### src/source/boot_rom.hex
// one 32-bit word per line, word 0 first
00000013
00100093
00200113
002081b3
00302023
00002203
0000006f
deadbeef

### src/source/soc_map_pkg.sv
`default_nettype none

package soc_map_pkg;

    // top address bits pick the region
    localparam int selector_lsb = 27;
    localparam int selector_bits = 32 - selector_lsb;

    localparam logic [selector_bits-1:0] sel_rom = 5'd1;
    localparam logic [selector_bits-1:0] sel_ram = 5'd2;
    localparam logic [selector_bits-1:0] sel_ports = 5'd31;

    // sizes in 32-bit words
    localparam int rom_bits = 3;
    localparam int ram_bits = 6;

    // interrupt every 2**timer_bits cycles
    localparam int timer_bits = 8;

    typedef struct packed {
        logic [selector_bits-1:0] region;
        logic [selector_lsb-1:0] offset;
    } mem_addr_fields_t;

    // same word, seen whole or split into region and offset
    typedef union packed {
        logic [31:0] raw;
        mem_addr_fields_t fields;
    } mem_addr_u;

endpackage

`default_nettype wire

### src/source/soc_bus_pkg.sv
`default_nettype none

package soc_bus_pkg;

    // wstrb of zero is a read
    typedef struct packed {
        logic valid;
        soc_map_pkg::mem_addr_u addr;
        logic [31:0] wdata;
        logic [3:0] wstrb;
    } mem_req_t;

    typedef struct packed {
        logic ready;
        logic [31:0] rdata;
    } mem_rsp_t;

    // write data bits 2..0
    typedef struct packed {
        logic led;
        logic scl;
        logic sda;
    } port_out_t;

    // read data bits 6..0
    typedef struct packed {
        // con, psh, tra, trb, bak from msb down
        logic [4:0] buttons;
        logic scl_in;
        logic sda_in;
    } port_in_t;

endpackage

`default_nettype wire

### src/source/bus_decoder.sv
`timescale 1ns/1ns
`default_nettype none

module bus_decoder (
    input wire clk,
    input wire reset,
    input wire soc_bus_pkg::mem_req_t req,
    output soc_bus_pkg::mem_rsp_t rsp,
    output logic rom_sel,
    output logic ram_sel,
    output logic port_sel,
    input wire [31:0] rom_rdata,
    input wire [31:0] ram_rdata,
    input wire [31:0] port_rdata
);

    logic busy;
    logic issue;
    logic [soc_map_pkg::selector_bits-1:0] region;
    logic [soc_map_pkg::selector_bits-1:0] region_q;

    // first cycle of a request only
    assign issue = req.valid && !busy;
    assign region = req.addr.fields.region;

    assign rom_sel = issue && (region == soc_map_pkg::sel_rom);
    assign ram_sel = issue && (region == soc_map_pkg::sel_ram);
    assign port_sel = issue && (region == soc_map_pkg::sel_ports);

    // busy doubles as the ready pulse, so a held request issues once
    always_ff @(posedge clk) begin
        if (!reset) begin
            busy <= 1'b0;
        end else begin
            busy <= issue;
        end
    end

    always_ff @(posedge clk) begin
        if (issue) begin
            region_q <= region;
        end
    end

    always_comb begin
        rsp.ready = busy;
        case (region_q)
            soc_map_pkg::sel_rom: rsp.rdata = rom_rdata;
            soc_map_pkg::sel_ram: rsp.rdata = ram_rdata;
            soc_map_pkg::sel_ports: rsp.rdata = port_rdata;
            // unmapped reads as zero
            default: rsp.rdata = 32'd0;
        endcase
    end

endmodule

`default_nettype wire

### src/source/boot_rom.sv
`timescale 1ns/1ns
`default_nettype none

module boot_rom (
    input wire clk,
    input wire sel,
    input wire soc_map_pkg::mem_addr_u offset,
    output logic [31:0] rdata
);

    logic [31:0] rom [0:(1 << soc_map_pkg::rom_bits)-1];
    logic [soc_map_pkg::rom_bits-1:0] word_addr;

    initial begin
        $readmemh("/design/src/source/boot_rom.hex", rom);
    end

    // byte address to word index
    assign word_addr = offset.raw[soc_map_pkg::rom_bits+1:2];

    // writes never reach the array
    always_ff @(posedge clk) begin
        if (sel) begin
            rdata <= rom[word_addr];
        end
    end

endmodule

`default_nettype wire

### src/source/data_ram.sv
`timescale 1ns/1ns
`default_nettype none

module data_ram (
    input wire clk,
    input wire sel,
    input wire soc_map_pkg::mem_addr_u offset,
    input wire [31:0] wdata,
    input wire [3:0] wstrb,
    output logic [31:0] rdata
);

    logic [soc_map_pkg::ram_bits-1:0] word_addr;

    assign word_addr = offset.raw[soc_map_pkg::ram_bits+1:2];

    // one byte array per lane
    for (genvar lane = 0; lane < 4; lane++) begin : g_lane
        logic [7:0] mem [0:(1 << soc_map_pkg::ram_bits)-1];
        logic [7:0] rd_byte;

        // old contents are read out even when the lane is written
        always_ff @(posedge clk) begin
            if (sel) begin
                if (wstrb[lane]) begin
                    mem[word_addr] <= wdata[8*lane +: 8];
                end
                rd_byte <= mem[word_addr];
            end
        end

        assign rdata[8*lane +: 8] = rd_byte;
    end

endmodule

`default_nettype wire

### src/source/port_regs.sv
`timescale 1ns/1ns
`default_nettype none

module port_regs (
    input wire clk,
    input wire reset,
    input wire sel,
    input wire [31:0] wdata,
    input wire [3:0] wstrb,
    input wire soc_bus_pkg::port_in_t pins_in,
    output soc_bus_pkg::port_out_t pins_out,
    output logic [31:0] rdata
);

    // idle high, i2c lines released
    always_ff @(posedge clk) begin
        if (!reset) begin
            pins_out.led <= 1'b1;
            pins_out.scl <= 1'b1;
            pins_out.sda <= 1'b1;
        end else if (sel && wstrb[0]) begin
            pins_out <= soc_bus_pkg::port_out_t'(wdata[2:0]);
        end
    end

    // sampled on any select, read or write
    always_ff @(posedge clk) begin
        if (sel) begin
            rdata <= {{(32 - $bits(soc_bus_pkg::port_in_t)){1'b0}}, pins_in};
        end
    end

endmodule

`default_nettype wire

### src/source/tick_timer.sv
`timescale 1ns/1ns
`default_nettype none

module tick_timer (
    input wire clk,
    input wire reset,
    input wire eoi,
    output logic irq
);

    logic [soc_map_pkg::timer_bits-1:0] count;

    always_ff @(posedge clk) begin
        if (!reset) begin
            count <= '0;
            irq <= 1'b0;
        end else begin
            count <= count + 1'b1;
            // wrap wins over eoi
            if (&count) begin
                irq <= 1'b1;
            end else if (eoi) begin
                irq <= 1'b0;
            end
        end
    end

endmodule

`default_nettype wire

### src/source/soc_top.sv
`timescale 1ns/1ns
`default_nettype none

module soc_top (
    input wire clk,
    input wire reset,
    input wire soc_bus_pkg::mem_req_t req,
    output soc_bus_pkg::mem_rsp_t rsp,
    output logic mem_invalid,
    input wire eoi,
    output logic irq,
    input wire soc_bus_pkg::port_in_t pins_in,
    output soc_bus_pkg::port_out_t pins_out
);

    logic rom_sel;
    logic ram_sel;
    logic port_sel;
    logic [31:0] rom_rdata;
    logic [31:0] ram_rdata;
    logic [31:0] port_rdata;

    // request outstanding, not yet answered
    assign mem_invalid = req.valid && !rsp.ready;

    bus_decoder decoder (
        .clk(clk),
        .reset(reset),
        .req(req),
        .rsp(rsp),
        .rom_sel(rom_sel),
        .ram_sel(ram_sel),
        .port_sel(port_sel),
        .rom_rdata(rom_rdata),
        .ram_rdata(ram_rdata),
        .port_rdata(port_rdata)
    );

    boot_rom rom (
        .clk(clk),
        .sel(rom_sel),
        .offset(req.addr),
        .rdata(rom_rdata)
    );

    data_ram ram (
        .clk(clk),
        .sel(ram_sel),
        .offset(req.addr),
        .wdata(req.wdata),
        .wstrb(req.wstrb),
        .rdata(ram_rdata)
    );

    port_regs ports (
        .clk(clk),
        .reset(reset),
        .sel(port_sel),
        .wdata(req.wdata),
        .wstrb(req.wstrb),
        .pins_in(pins_in),
        .pins_out(pins_out),
        .rdata(port_rdata)
    );

    tick_timer timer (
        .clk(clk),
        .reset(reset),
        .eoi(eoi),
        .irq(irq)
    );

endmodule

`default_nettype wire

### config.mk
export PLATFORM = sky130hd
export DESIGN_NAME = soc_top
export DESIGN_NICKNAME = d
export VERILOG_FILES = /design/src/source/soc_map_pkg.sv /design/src/source/soc_bus_pkg.sv /design/src/source/bus_decoder.sv /design/src/source/boot_rom.sv /design/src/source/data_ram.sv /design/src/source/port_regs.sv /design/src/source/tick_timer.sv /design/src/source/soc_top.sv
export SDC_FILE = /design/constraint.sdc
export NUM_CORES = 2
export LEC_CHECK = 0
export ABC_AREA = 1
export BUFFER_PORTS_ARGS = -buffer_cell sky130_fd_sc_hd__buf_4
export CAP_MARGIN = 10
export CORE_UTILIZATION = 31
export DETAILED_ROUTE_END_ITERATION = 8
export PLACE_DENSITY = 0.48
export SLEW_MARGIN = 10
export SYNTH_ARGS = -nofsm -noshare
export SYNTH_HDL_FRONTEND = slang
export SYNTH_SLANG_ARGS = --single-unit
### constraint.sdc
create_clock -name clk -period 5.2 [get_ports clk]
set_input_delay 0.78 -clock clk [delete_from_list [all_inputs] [get_ports clk]]
set_output_delay 0.78 -clock clk [all_outputs]
set_load 0.05 [all_outputs]
==> run metrics <==
status=completed; CP Class=register to primary output; Synth cell types=27; pwr dens=354.1 mW/mm^2; Starting DRT DRC Count=between 4000 and 5000; leading cell type in the layout, fill and taps excluded=nand2_1; Remaining Overflow, GRT=0; Met2 Routed Length=approximately 130000 um; CP Max Fanout=19; R2R Setup Slk=1.90 ns; Setup Fix Bufs, Post-CTS=0; CTS tree=yes; post-layout min period=3.653 ns; H-Tree Depth=4; mean routed wirelength per cell=20.92 um; Hold EP=ports.rdata[3]$_DFFE_PP_; Largest stage delay, worst path=0.39 ns; Synth async-reset ratio=0; commonest cells after routing, fill and taps aside=nand2_1, edfxtp_1, nor2_1; HP Class=input pin to register; Final Util=0.3552; CP top delay family=buffers and inverters; clk slew on worst S/H paths=0.06 ns; Critical Path RT=4.42 ns; Max-slew headroom=0.2798; Post-Route M1 WL=roughly 120000 um; final worst-path setup slack=1.547 ns; Pleak=approximately 42 nW; hpwl dp=~160000 um; drt drc=0; Total Wirelength=270700 um; antenna violations before repair=19; post_cts resized=0; RR Startpoint=decoder.busy$_SDFF_PN0_; area of the core=0.2855 sq mm; vias in the first global route=roughly 57000; Worst setup SP type=register; GPL Wtd Cong=0.7987; Slew Limit Fails=0; Fin. Hold Viols=0; Yosys reg bits=approximately 2100; main flop type after synthesis=edfxtp_1; Final Setup Violations=0; Syn Area/Cell=10.02 sq um; Synth Cell Area=0.08906 sq mm; Chip Height=538.0 um; CP arrival=2.87 ns; Vias=59470; Final Cell Area=0.1014 sq mm; slew at the pin closest to its max-slew limit=1.078 ns; fmax=273.8 MHz; io pins=approximately 120; CP max-delay cell=nand3_2; final clock skew=~0.038 ns; Worst VDD drop=~0.4 mV; Global Route Usage Sum=0.1858; hold buffer count at CTS=0; width of the die=538.0 um; IO Port Bufs=95; R2R Path End=ram.g_lane[3].mem[4][1]$_DFFE_PP_; CTS Sinks=2105; RSZ-0062 raised after global routing=false; Mapped Nets=8967; DRT antenna net count=0; R2R cell count=8; hold_ws=0.08897 ns; DR vias/cell=4.594; Setup crit end kind=primary output; largest net degree at the start of global routing=154; Worst-Skew Late Latency=roughly 0.89 ns; setup TNS=0 ns; Max-Cap Viols=0; nets@finish=slightly above 9000; Longest Clk Path Bufs=3; Syn. warnings=0; critical-path cell list=nor3_1 > nand3_2 > buf_4 > nor2_1 > buf_4 > buf_4; ratio of cells with drive above 1 in the final layout=0.07070; worst hold path depth=1; register area share after synthesis=0.7083; hold path start=pins_in[3]; die area=0.2894 sq mm; clock buffer count from CTS=220; Rows=slightly below 200; CP bufs+invs=3; Place WS=0.8721 ns; Crit path top cell by count=buf_4; root buffer cell=clkbuf_16; Starting Density=0.3120; first-pass GRT wire length=393300 um; max layer used=met5; dpl cell area=between 0.09 and 0.1 sq mm; DR pass1 iterations=7; met3 WL=15460 um; fin crit share=0.7025; Area Growth Syn to Fin=13.83%; Cells after Synth=8887; Post-synth EDFFs=2092
logic make-up after synthesis:
group | after synthesis | share of synthesized area
and+or+nand+nor | 6225 | 0.2635
DFF | 2105 | 0.7083
buffers and inverters | 529 | 0.02633
AOI/OAI and AO/OA | 27 | 0.001756
adders and majority gates | 1 | 0.0001405
power breakdown:
group / switching (mW) / leakage, nW / internal [mW] / total, mW
clock network: 6.61 / 3.33 / 8.59 / 15.2
logic: 1.58 / 19.3 / 0.448 / 2.03
registers: 0.00483 / 18.9 / 18.7 / 18.7
worst register-to-register path, stage by stage (launching register included):
cell and delay [ns]:
dfxtp_1 0.31, or2_4 0.25, inv_1 0.23, nand2_1 0.16, nor4_4 0.21, buf_12 0.32
nand2_2 0.13, buf_4 0.40, nor2_1 0.88
synthesized netlist by cell type (2+ instances only):
cell type  number  area, sq um
clkbuf_1      228        855.8
buf_1          63        236.5
o22ai_1         7        43.79
and3_1          2        12.51
inv_1          69        259.0
nand3_1        15        75.07
nor3_1         13        65.06
edfxtp_1     2092        62820
buf_6          24        270.3
dfxtp_1        13        260.3
nand2_2         4        25.02
inv_2           4        15.01
buf_2         140        700.7
nor2_1        370         1389
a21oi_1         6        30.03
nand2_1      5809        21800
or2_2           6        37.54
o211ai_1        5        37.54
o21ai_0         9        45.04
cell type report:
class	instances	area, sq um
tap	3762	4707
multi-input combinational	6253	23680
sequential	2105	63080
fill	28530	184100
inverter	73	296.5
clock inverter	125	1086
clock buffer	278	5766
antenna	18	45.04
timing repair buffer	331	2720
state kept, by name (all words and copies together), names as in the netlist:
signal and flops:
decoder.busy 1, decoder.region_q 5, ports.pins_out 3, ports.rdata 7, ram.g_lane.mem 2048, ram.g_lane.rd_byte 32
timer.count 8, timer.irq 1
per-stage QoR:
step	std cells	total power [mW]
after CTS	12930	36.25
after global placement	12520	21.08
after global routing	12930	37.05
final	12950	35.90
after detailed placement	12520	21.09
after floorplan	8887	20.16
how the worst max path moves through the flow:
| stage | startpoint | to | slack (ns) | cells past startpoint |
|---|---|---|---|---|
| global placement | req[39] | ram.g_lane[0].mem[2][1]$_DFFE_PP_ | 0.99 | 7 |
| CTS | decoder.region_q[4]$_DFFE_PP_ | rsp[7] | 1.40 | 6 |
| global route | decoder.region_q[4]$_DFFE_PP_ | rsp[7] | 1.39 | 6 |
| detailed placement | req[39] | ram.g_lane[0].mem[2][1]$_DFFE_PP_ | 0.87 | 7 |
| floorplan | req[68] | ram.g_lane[0].mem[14][0]$_DFFE_PP_ | 0.87 | 8 |
| finish | decoder.region_q[4]$_DFFE_PP_ | rsp[7] | 1.55 | 6 |
per-layer routing:
metal,vias up,global-route usage
li1,28840,-
met1,28810,0.2486
met2,1444,0.3032
met3,373,0.03360
met4,14,0.06197
met5,-,0.003125
Note: power is estimated with default switching activity, not from simulation.
